$ cat src/opl_op_pkg.sv
package opl_op_pkg;

        // Operator input widths
        localparam int PHASE_W = 10;
        localparam int ATT_W   = 10;

        // One log-sine unit is 1/256 of a factor of two
        localparam int LOGSIN_W = 12;

        // Attenuation sum in log units
        localparam int LOGSUM_W = 13;

        // Exponent table word and address of both tables
        localparam int EXP_W      = 10;
        localparam int EXP_ADDR_W = 8;
        localparam int ROM_DEPTH  = 1 << EXP_ADDR_W;

        // Signed output sample
        localparam int SAMPLE_W = 12;

        // Split of the sum into integer octaves and fraction
        localparam int SHIFT_W = LOGSUM_W - EXP_ADDR_W;

        // Largest entries the two tables can hold
        localparam int LOGSIN_MAX = 2137;
        localparam int EXP_MAX    = 1018;

        // Hidden-one magnitude is 11 bits, so this shift clears it
        localparam int SHIFT_ZERO = EXP_W + 1;

        localparam real PI = 3.141592653589793;

        // Sum as seen by the adder (raw) and by the converter (parts)
        typedef union packed {
                logic [LOGSUM_W-1:0] raw;
                struct packed {
                        logic [SHIFT_W-1:0]    shift;
                        logic [EXP_ADDR_W-1:0] frac;
                } parts;
        } log_att_t;

endpackage

$ cat src/opl_op_attn.sv
`timescale 1ns/1ps

module opl_op_attn
(
        input  logic                             clk,
        input  logic                             rst_n,
        input  logic                             cen,
        input  logic [opl_op_pkg::LOGSIN_W-1:0]  logsin,
        input  logic [opl_op_pkg::ATT_W-1:0]     att,
        input  logic                             sign,
        output opl_op_pkg::log_att_t             att_sum,
        output logic                             sum_sign
);
        import opl_op_pkg::*;

        // One extra bit catches the carry out of the 13-bit sum
        logic [LOGSUM_W:0] sum_full;
        log_att_t          sum_sat;

        // One attenuation step is four log units
        assign sum_full = {2'b00, logsin} + {2'b00, att, 2'b00};

        always_comb
        begin
                if (sum_full[LOGSUM_W])
                begin
                        sum_sat.raw = '1;
                end
                else
                begin
                        sum_sat.raw = sum_full[LOGSUM_W-1:0];
                end
        end

        always_ff @(posedge clk or negedge rst_n)
        begin
                if (!rst_n)
                begin
                        att_sum  <= '0;
                        sum_sign <= 1'b0;
                end
                else if (cen)
                begin
                        att_sum  <= sum_sat;
                        sum_sign <= sign;
                end
        end

        // Overflow clamps to full attenuation
        a_sum_sat: assert property (
                @(posedge clk) disable iff (!rst_n)
                cen && sum_full[LOGSUM_W] |=> att_sum.raw == '1
        );

endmodule

$ cat config.mk
export PLATFORM = sky130hd
export DESIGN_NAME = opl_op_attn
export DESIGN_NICKNAME = d
export VERILOG_FILES = /design/src/opl_op_pkg.sv /design/src/opl_op_attn.sv
export SDC_FILE = /design/constraint.sdc
export NUM_CORES = 1
export LEC_CHECK = 0
export BUFFER_PORTS_ARGS = -buffer_cell sky130_fd_sc_hd__buf_2
export CAP_MARGIN = 0
export CORE_UTILIZATION = 53
export CTS_BUF_LIST = sky130_fd_sc_hd__clkbuf_8
export CTS_CLUSTER_DIAMETER = 80
export DETAILED_ROUTE_END_ITERATION = 8
export PLACE_DENSITY = 0.94
export SYNTH_ARGS = -nofsm -noshare
export SYNTH_HDL_FRONTEND = slang
export SYNTH_SLANG_ARGS = --single-unit
$ cat constraint.sdc
create_clock -name clk -period 1.59 [get_ports clk]
set_input_delay 0.318 -clock clk [delete_from_list [all_inputs] [get_ports clk]]
set_output_delay 0.318 -clock clk [all_outputs]
set_load 0.03 [all_outputs]
### After elaboration in Yosys (flattened, before gate mapping)

Index checks and enable logic that the tools add are counted.

| cells by class | value |
|---|---|
| add/sub/neg operators | 1 |
| mux-type cells | 1 |

Operators with widths:

| cell | number |
|---|---|
| 12-bit by 12-bit adder with 13-bit output | 1 |
| 13-bit two-way mux | 1 |

| storage, ports and cells | value |
|---|---|
| flip-flop bits (word level) | 14 |
| input bits | 26 |
| output and inout bits | 14 |
| logic and storage cells | 4 |

### Longest topological paths before layout

Gate-level depths: netlist of the first run.

| depth | value |
|---|---|
| word-level depth | 2 |
| gate-level depth with buffers | 8 |
| gate-level depth less buffers | 8 |

### Least setup slack after synthesis of the first run

No wires, ideal clock.

| path | value |
|---|---|
| path type | input port to flip-flop |
| from | input logsin[2] in the netlist's numbering |
| to | register att_sum[10] in the netlist's numbering |
| setup time | 0.125 ns |
| arrival | 1.680 ns |
| required time | 1.465 ns |
| setup slack | -0.215 ns |
| stages | 8 |
| path buffers | 0 |
| path through | ha_1 > inv_1 > fa_1 > nor2b_4 > o31a_1 > o21ai_2 > xnor2_1 > mux2_4 |

| on the way | value |
|---|---|
| longest elaborated chain between the ends | 2 |

Ends and longest elaborated chain:

| what | line | source |
|---|---|---|
| from (decl) | opl_op_attn.sv:8 | `input logic [opl_op_pkg::LOGSIN_W-1:0] logsin,` |
| 12-bit by 12-bit adder with 13-bit output | opl_op_attn.sv:21 | `assign sum_full = {2'b00, logsin} + {2'b00, att, 2'b00};` |
| 13-bit two-way mux | opl_op_attn.sv:25 | `if (sum_full[LOGSUM_W])` |
| to (signal assigned) | opl_op_attn.sv:44 | `att_sum <= sum_sat;` |
| to (decl) | opl_op_attn.sv:11 | `output opl_op_pkg::log_att_t att_sum,` |

No other way between the ends.
A chain may end at the register's enable or synchronous reset.

### Worst setup path after layout of the first run

Ends and elaborated chain as after synthesis.

==> results.txt, run 1 <==
The flow ran to the end, but the final reports show violations. The final reports fail on negative setup slack. The area of the core is 0.00159 mm2. Relative to the synthesized area, the layout overhead comes to 47.8%. The number of setup violations in the final report came out at 2. The later pin in the worst-skew pair is clocked with a latency of ~0.25 ns. The leakage power of the design is 0.680 nW. After synthesis, the largest family of logic cells by area is compound AO/OA/AOI/OAI gates. The clock tree from TritonCTS is built. The cell count after placement came out at around 160. Across all setup checks in the final design, the least slack found is -0.0388 ns. For this block, the routed nets add up to 2.86 mm of wire. The starting density of the core came out at 59.7%.

The delay of the slowest cell on the worst path is 0.38 ns. The global-route usage over all layers came out at roughly 29%. The number of clock sinks seen by CTS is 14. The boundary pin count came out at 40. The final antenna-violating net count came out at 0. In this run the cell area of the synthesized design comes to 952 um2.

The kind of cell with the highest combined delay along the critical path is adder cells. Setup repair after global routing could not meet its margin everywhere. The reg2reg setup slack came out at 0.78 ns.

Across the routed clock network, the largest skew measured is 0 ns. The number of cell rows is 14. The number of library cell types mapped by synthesis is 33. The hold violation total from the final report is 0. The power per cell area is a little under 1000 mW/mm2. The post-route setup TNS came out at -0.0683 ns.

The depth of the worst hold-timing path came out at 2. The proportion of power drawn by the clock network is 25.8%. Summed over all layers, the global routing overflow is 0. The number of antenna diodes in the final layout is 0. The slew of the pin with the lowest slew margin is between 0.3 and 0.4 ns.

STA classifies the critical path endpoint as a flip-flop. The synthesized netlist devotes 18.8% of its cell area to compound gates. The count of non-filler cells in the finished layout is between 150 and 200. The critical path data arrival time came out at 1.77 ns. The synthesized netlist net count is 130. The fraction of final layout cells sized beyond drive strength 1 came out at ~50%. The shortest period the worst path allows came out at 1.63 ns. The first-pass GRT wire length came out at 4.04 mm.

The worst-case vdd ir drop came out at 0.810 mV. The number of optimization iterations in the first detailed-route pass is 4. Per report_power, the sequential group accounts for 32.9% of the total. In this run the number of H-tree levels came out at 1. Based on the critical path, the design can be clocked at up to 614 MHz. The via count of the first global-routing pass came out at around 990. Of the total synthesized cell area, the portion taken by XOR and XNOR cells is approximately 4.6%.

The maximum buffer depth of the clock tree is 2. Entering global routing, the biggest net connects 15 pins. The number of fillers in the final layout is 73. The max-capacitance violation count is 0.

The largest fanout of any net on the critical path came out at 3. The worst hold path belongs to the class input pin to flip-flop. The y dimension of the die came out at 44.4 um.

The combinational power share is 41.3%. In the finished design, the share of the clock period the worst path needs comes to 102%. The sum of buffers and inverters on the critical path is 2.

The clock-pin slew of the registers on the worst-case setup and hold paths is 0.06 ns. The vias per cell came out at 5.68. The initial antenna violation count is 0. Summing the areas of all fa, ha and maj instances in the mapped netlist gives ~15% of the synthesized area. Leaving out fill and tap cells, the most frequent cells in the layout are buf_2 (37), buf_4 (15), dfrtp_1 (14). Clock tree synthesis inserted a total of 3 buffers. In this run the most critical hold path is launched from sign. The die covers 0.00197 mm2.

The worst register-to-register path begins at att_sum[8]. The path type of the worst setup path is input pin to flip-flop. The critical path goes through buf_6 -> ha_4 -> inv_2 -> fa_2 -> nor2b_4 -> o31a_1 -> o21ai_2 -> xnor2_1 -> mux2_4. Summing the areas of all and, or, nand and nor instances in the mapped netlist gives 11.8% of the synthesized area. The required time reported for the critical path endpoint came out at about 1.7 ns. In the routed design, unresolved DRC markers number 0. The path with the worst hold slack has its endpoint at sum_sign. Measured against its own limit, the worst slew margin works out to 77.4%. The total design power came out at 1.39 mW. The width of the die came out at 44.4 um. The most common cell after layout, fill and taps aside is buf_2. The mux share of post-synthesis cell area is 9.86%. The proportion of total power due to net switching is between 30 and 40%. The slowest stage cell on the critical path is fa_2. The synthesized netlist cell count is slightly above 90. The final max-slew violation count came out at 0. The number of nets in the layout is 187. The total vias in the final route is 983. The synthesized flop and latch total is 14. The number of cells on the worst reg-to-reg path is 2. The switching power of the nets is 507 uW. Port buffering added 39 buffers.

The HPWL after detailed placement is 1.82 mm. The average cell area after synthesis is between 10 and 15 um2. The tree is rooted in a clkbuf_8. The count of routing violations after the opening detailed-route iteration is 28.

For this run, the register share of the synthesized area comes to 36.8%. The cell internal power dissipation came out at 883 uW. The congestion estimate from routability-driven global placement came to 0.870. The category of the worst setup path launch point is an input pin. The warning count from the yosys run came out at 0. The detail-routed net length per standard cell came out at 16.5 um. In this run the critical register-to-register path is captured at att_sum[8].
## layout make-up
type / count / area (um2) / area share [%]
clock buffer: 4 / 55.1 / 3.91
tap: 24 / 30.0 / 2.13
sequential: 14 / 350 / 24.9
timing repair buffer: 55 / 330 / 23.5
inverter: 4 / 15.0 / 1.07
multi-input combinational: 72 / 627 / 44.5
## worst register-to-register path: cells and delay by family, from the launching register on
family / cells / cell delay (ns)
DFF: 1 / 0.37
AOI/OAI and AO/OA: 2 / 0.30
## what timing repair did
action / 4_1_cts / 5_1_grt
pin swaps: 5 / 7
setup endpoints to repair: 2 / 4
hold buffers: 1 / 0
buffers inserted: 2 / 2
endpoints found under the hold margin: 14 / 0
gates resized for setup: 2 / 4
## flip-flops by register name (all words and copies together), names as in the netlist
signal,flops
att_sum,13
sum_sign,1
## layer usage
metal / vias up / wire length (um) / GRT usage (%)
met5: - / 0 / 0
met4: 0 / 74 / 9.70
met3: 9 / 175 / 8.57
met2: 52 / 1500 / 55.3
met1: 469 / 1110 / 28.9
li1: 453 / - / -
## logic make-up (layout without fill, tap and decap cells)
family | Yosys count | count (layout)
adder cells (fa/ha/maj) | 11 | 11
flip-flops | 14 | 14
AND/OR/NAND/NOR | 21 | 21
XOR/XNOR | 5 | 5
multiplexers | 8 | 8
buffers and inverters | 7 | 63
AO/OA/AOI/OAI | 27 | 27
## how the worst max path moves through the flow
stage / from / end / slack, ns / cells past startpoint
6_report: logsin[2] / att_sum[10] / -0.04 / 9
5_1_grt: att[0] / att_sum[8] / -0.09 / 9
2_1_floorplan: logsin[2] / att_sum[10] / -0.11 / 8
3_5_place_dp: logsin[2] / att_sum[10] / -0.32 / 9
3_3_place_gp: logsin[2] / att_sum[10] / -0.24 / 9
4_1_cts: logsin[3] / att_sum[7] / 0.002 / 7
## synth_stat cells
library cell  number  area (um2)
xnor2_1            4        35.0
or4_1              1        7.51
o21ai_2            1        8.76
a211oi_1           3        22.5
nand4b_1           1        8.76
o21ai_0            7        35.0
a31oi_1            1        6.26
buf_2              1        5.00
nor2b_4            1        13.8
nand2_1            6        22.5
inv_1              4        15.0
ha_1              10         125
xor2_1             1        8.76
dfrtp_1           14         350
nand4_1            1        6.26
o21bai_1           1        7.51
nand3_1            1        5.00
o31a_1             2        17.5
nor3b_1            1        7.51
o2111ai_1          1        8.76
o311ai_0           1        8.76
o211ai_1           1        7.51
a21oi_1            5        25.0
or3_1              1        6.26
mux2_4             1        15.0
mux2_2             7        78.8
fa_1               1        20.0
o21a_1             1        7.51
nor2_1             6        22.5
nand2b_1           2        12.5
a21oi_2            1        8.76
a21o_1             2        15.0
clkbuf_1           2        7.51
## through the flow
stage	utilization (%)	hold slack, ns	cell area, um2	setup slack [ns]
after floorplan	-	0.0224	967	-0.107
after global placement	79.2	0.223	1260	-0.236
after detailed placement	79.2	0.229	1260	-0.320
after CTS	85.0	0.302	1360	0.00163
after global routing	88.3	0.301	1410	-0.0884
final	88.3	0.298	1410	-0.0388
## power by group through the flow
stage | clock [mW] | sequential [mW] | combinational, mW
after global routing | 0.374 | 0.463 | 0.612
after detailed placement | 0 | 0.460 | 0.523
final | 0.359 | 0.457 | 0.574
after global placement | 0 | 0.455 | 0.506
after floorplan | 0 | 0.588 | 0.209
after CTS | 0.355 | 0.454 | 0.537
No activity file was read; power rests on OpenSTA's default activity.
==> run 2, diff against run 1 <==
--- a/config.mk
+++ b/config.mk
@@ -7,11 +7,12 @@
 export LEC_CHECK = 0
 export BUFFER_PORTS_ARGS = -buffer_cell sky130_fd_sc_hd__buf_2
 export CAP_MARGIN = 0
-export CORE_UTILIZATION = 53
+export CORE_UTILIZATION = 49
 export CTS_BUF_LIST = sky130_fd_sc_hd__clkbuf_8
 export CTS_CLUSTER_DIAMETER = 80
 export DETAILED_ROUTE_END_ITERATION = 8
-export PLACE_DENSITY = 0.94
+export PLACE_DENSITY = 0.89
+export SKIP_LAST_GASP = 1
 export SYNTH_ARGS = -nofsm -noshare
 export SYNTH_HDL_FRONTEND = slang
 export SYNTH_SLANG_ARGS = --single-unit
==> constraint.sdc (replaced) <==
create_clock -name clk -period 1.85 [get_ports clk]
set_input_delay 0.37 -clock clk [delete_from_list [all_inputs] [get_ports clk]]
set_output_delay 0.37 -clock clk [all_outputs]
set_load 0.03 [all_outputs]
==> run 2 against run 1 <==
  * The flow now finishes without violations
  * Routed wire length down 17%
  * Clock power down 13%
  * Non-clock buffer count down 12
  * Critical path depth unchanged
  * Via count down 12%
  * Sequential share of layout area up 3.1 points
  * Final area down 11%
  * Global-route usage down 4.2 points
  * Final cell count down 6.4%
  * Clock skew unchanged
  * Worst setup slack better by 0.20 ns
  * Sequential power down 14%
==> results.txt, run 2 (synthesized netlist as in run 1, its figures left out) <==
Result of the run: finished, final reports clean (was finished with violations). The path type of the worst setup path was input pin to flip-flop (unchanged). The vias per cell came out at 5.36 (was 5.68).

The boundary pin count is 40 (unchanged). The number of cell rows came out at 15 (was 14). The maximum level of the CTS H-tree came out at 1 (unchanged). The initial antenna violation count is 0 (unchanged). The final setup skew came to 0 ns (unchanged). The largest register by flop count is att_sum (unchanged).

The final max-slew violation count came out at 0 (unchanged). Biggest regs: att_sum x13, sum_sign x1 (unchanged). Cells along the critical path: buf_2 -> ha_1 -> inv_1 -> fa_2 -> nor2b_4 -> o31a_1 -> o21ai_2 -> xnor2_1 -> mux2_4 (was buf_6 -> ha_4 -> inv_2 -> fa_2 -> nor2b_4 -> o31a_1 -> o21ai_2 -> xnor2_1 -> mux2_4). The remaining design rule violation count came to 0 (unchanged). The reg2reg setup slack is 1.06 ns (was 0.78 ns). The worst slack at placement came out at -0.112 ns (was -0.320 ns). The number of clock sinks seen by CTS came out at 14 (unchanged). The utilization after layout is 70.3% (was 88.3%). The critical path data arrival time came out at 1.83 ns (was 1.77 ns). The count of buffers added by post-CTS timing repair for setup came to 0 (was 2).

The fraction of final layout cells sized beyond drive strength 1 is 43.1% (was 50.3%). The overall overflow remaining after global route is 0 (unchanged). The total design power came out at 1.13 mW (was 1.39 mW). The width of the die is 46.1 um (was 44.4 um). The number of fillers in the final layout came out at 147 (was 73).

The final worst-path setup slack is 0.161 ns (was -0.0388 ns). The y dimension of the die is 46.1 um (was 44.4 um). The largest fanout of any net on the critical path was 3 (unchanged). In the finished design, the share of the clock period the worst path needs comes to between 90% and 100%. The delay of the slowest cell on the worst path is 0.36 ns (was 0.38 ns). The post-detailed-placement cell area is 0.00120 mm2 (was 0.00126 mm2). The slowest stage cell on the critical path is fa_2 (unchanged). The flip-flop count of the largest register, all copies and words added was 13 (unchanged). The final antenna-violating net count is 0 (unchanged).

The type of destination of the critical path is a flip-flop (unchanged). The end of the worst register-to-register path is att_sum[11] (was att_sum[8]). The number of cells on the worst reg-to-reg path came out at 3 (was 2). The first-pass GRT wire length is 3.64 mm (was 4.04 mm).

The most common cell after layout, fill and taps aside is buf_2 (unchanged). The die outline area is 0.00212 mm2 (was 0.00197 mm2). The number of buffers inserted by hold repair at cts came out at 0 (was 1). The required time reported for the critical path endpoint was 1.99 ns (was 1.73 ns).

The headroom to the max-slew limit is 76.9% (was 77.4%). The worst setup path startpoint is logsin[2] (unchanged). The worst hold-check slack is 0.0128 ns (was 0.298 ns). The starting density of the core came to 53.4% (was 59.7%). The hold violation total from the final report is 0 (unchanged). The antenna diode count came out at 0 (unchanged).

The category of the worst setup path launch point is an input pin (unchanged). The area of the core came to 0.00178 mm2 (was 0.00159 mm2). The count of input and output buffers is 39 (unchanged).

The CTS buffer count was 3 (unchanged). The number of optimization iterations in the first detailed-route pass is 4 (unchanged). The max-capacitance violation count was 0 (unchanged). The maximum buffer depth of the clock tree came out at 2 (unchanged). The number of setup violations in the final report is 0 (was 2).

The power per cell area is 902 mW/mm2 (was 987 mW/mm2). The total vias in the final route was 869 (was 983). The pin count of the biggest net entering global routing came to 15 (unchanged). The end of the critical path is att_sum[10] (unchanged). The post-route setup TNS came to 0 ns (was -0.0683 ns). Setup repair after global routing missed its margin: no (was yes). The cell at the root of the clock tree is clkbuf_8 (unchanged). The via count of the first global-routing pass came out at 932 (was 986). The post-route cell area came out at 0.00125 mm2 (was 0.00141 mm2).

The number of nets in the layout is 175 (was 187). The worst-case vdd ir drop came to 0.601 mV (was 0.810 mV). The detail-routed net length per standard cell came out at 14.7 um (was 16.5 um). The shortest period the worst path allows came out at 1.69 ns. The global-route usage over all layers is 24.5% (was 28.7%). The HPWL after detailed placement was 1.84 mm (was 1.82 mm). The number of gates resized after cts came out at 0 (was 2). The count of non-filler cells in the finished layout came to 162 (was 173). For this run, the top clock speed supported by timing is 592 MHz. The count of routing violations after the opening detailed-route iteration is 6 (was 28).

The post-synthesis to final-layout area growth came out at 31.7% (was 47.8%). The clock latency of the later-clocked register in the worst-skew pair is 0.25 ns (about the same). The final RePlAce weighted congestion is 0.839 (was 0.870). The launch point of the worst reg-to-reg path is att_sum[11] (was att_sum[8]).

The path category of the worst min-delay check is input pin to async pin (was input pin to flip-flop). The clock tree from TritonCTS is built (unchanged). The leakage power of the design came out at 0.618 nW (was 0.680 nW). The clock-pin slew of the registers on the worst-case setup and hold paths was 0.07 ns (was 0.06 ns). The cell count after placement came out at 158 (was 164). The routed wire length is 2.38 mm (was 2.86 mm). The slew of the pin with the lowest slew margin came out at 0.344 ns (was 0.337 ns). Commonest cells after routing, fill and taps aside: buf_2 (39), dfrtp_1 (14), ha_1 (10) (was buf_2 (37), buf_4 (15), dfrtp_1 (14)).
[run 2: worst min path at each step]
stage,to,depth (start not counted),slack (ns),start
final,att_sum[9],1,0.01,rst_n
after global routing,att_sum[9],1,0.03,rst_n
after CTS,att_sum[9],1,0.02,rst_n
after detailed placement,att_sum[8],1,0.29,rst_n
after global placement,att_sum[8],1,0.28,rst_n
after floorplan,att_sum[0],0,0.07,rst_n
[run 2: area by class of cell]
cell class              count  area (um2)  area share, %
multi-input cells          72         577           46.0
repair buffers             43         225           18.0
well taps                  25        31.3           2.50
clock buffers               4        55.1           4.39
flip-flops and latches     14         350           27.9
inverters                   4        15.0           1.20
[run 2: report_power, final]
group	switching (mW)	internal (mW)
clock network	0.124	0.189
logic	0.257	0.169
registers	0.0308	0.361
total	0.412	0.719
[run 2: routing by layer]
| metal | track usage (%) | vias to the layer above | part of all wire [%] |
|---|---|---|---|
| met5 | 0 | - | 0 |
| met4 | 11.8 | 0 | 1.8 |
| met3 | 4.71 | 6 | 5.2 |
| met2 | 46.5 | 42 | 51 |
| met1 | 25.3 | 396 | 42 |
| li1 | - | 425 | - |
[run 2: worst max-delay path, delay by kind of cell]
kind            cells  cell delay, ns
compound gates      2            0.28
mux                 1            0.25
buf+inv             2            0.15
fa+ha+maj           2            0.52
simple gates        1            0.12
xor+xnor            1            0.13
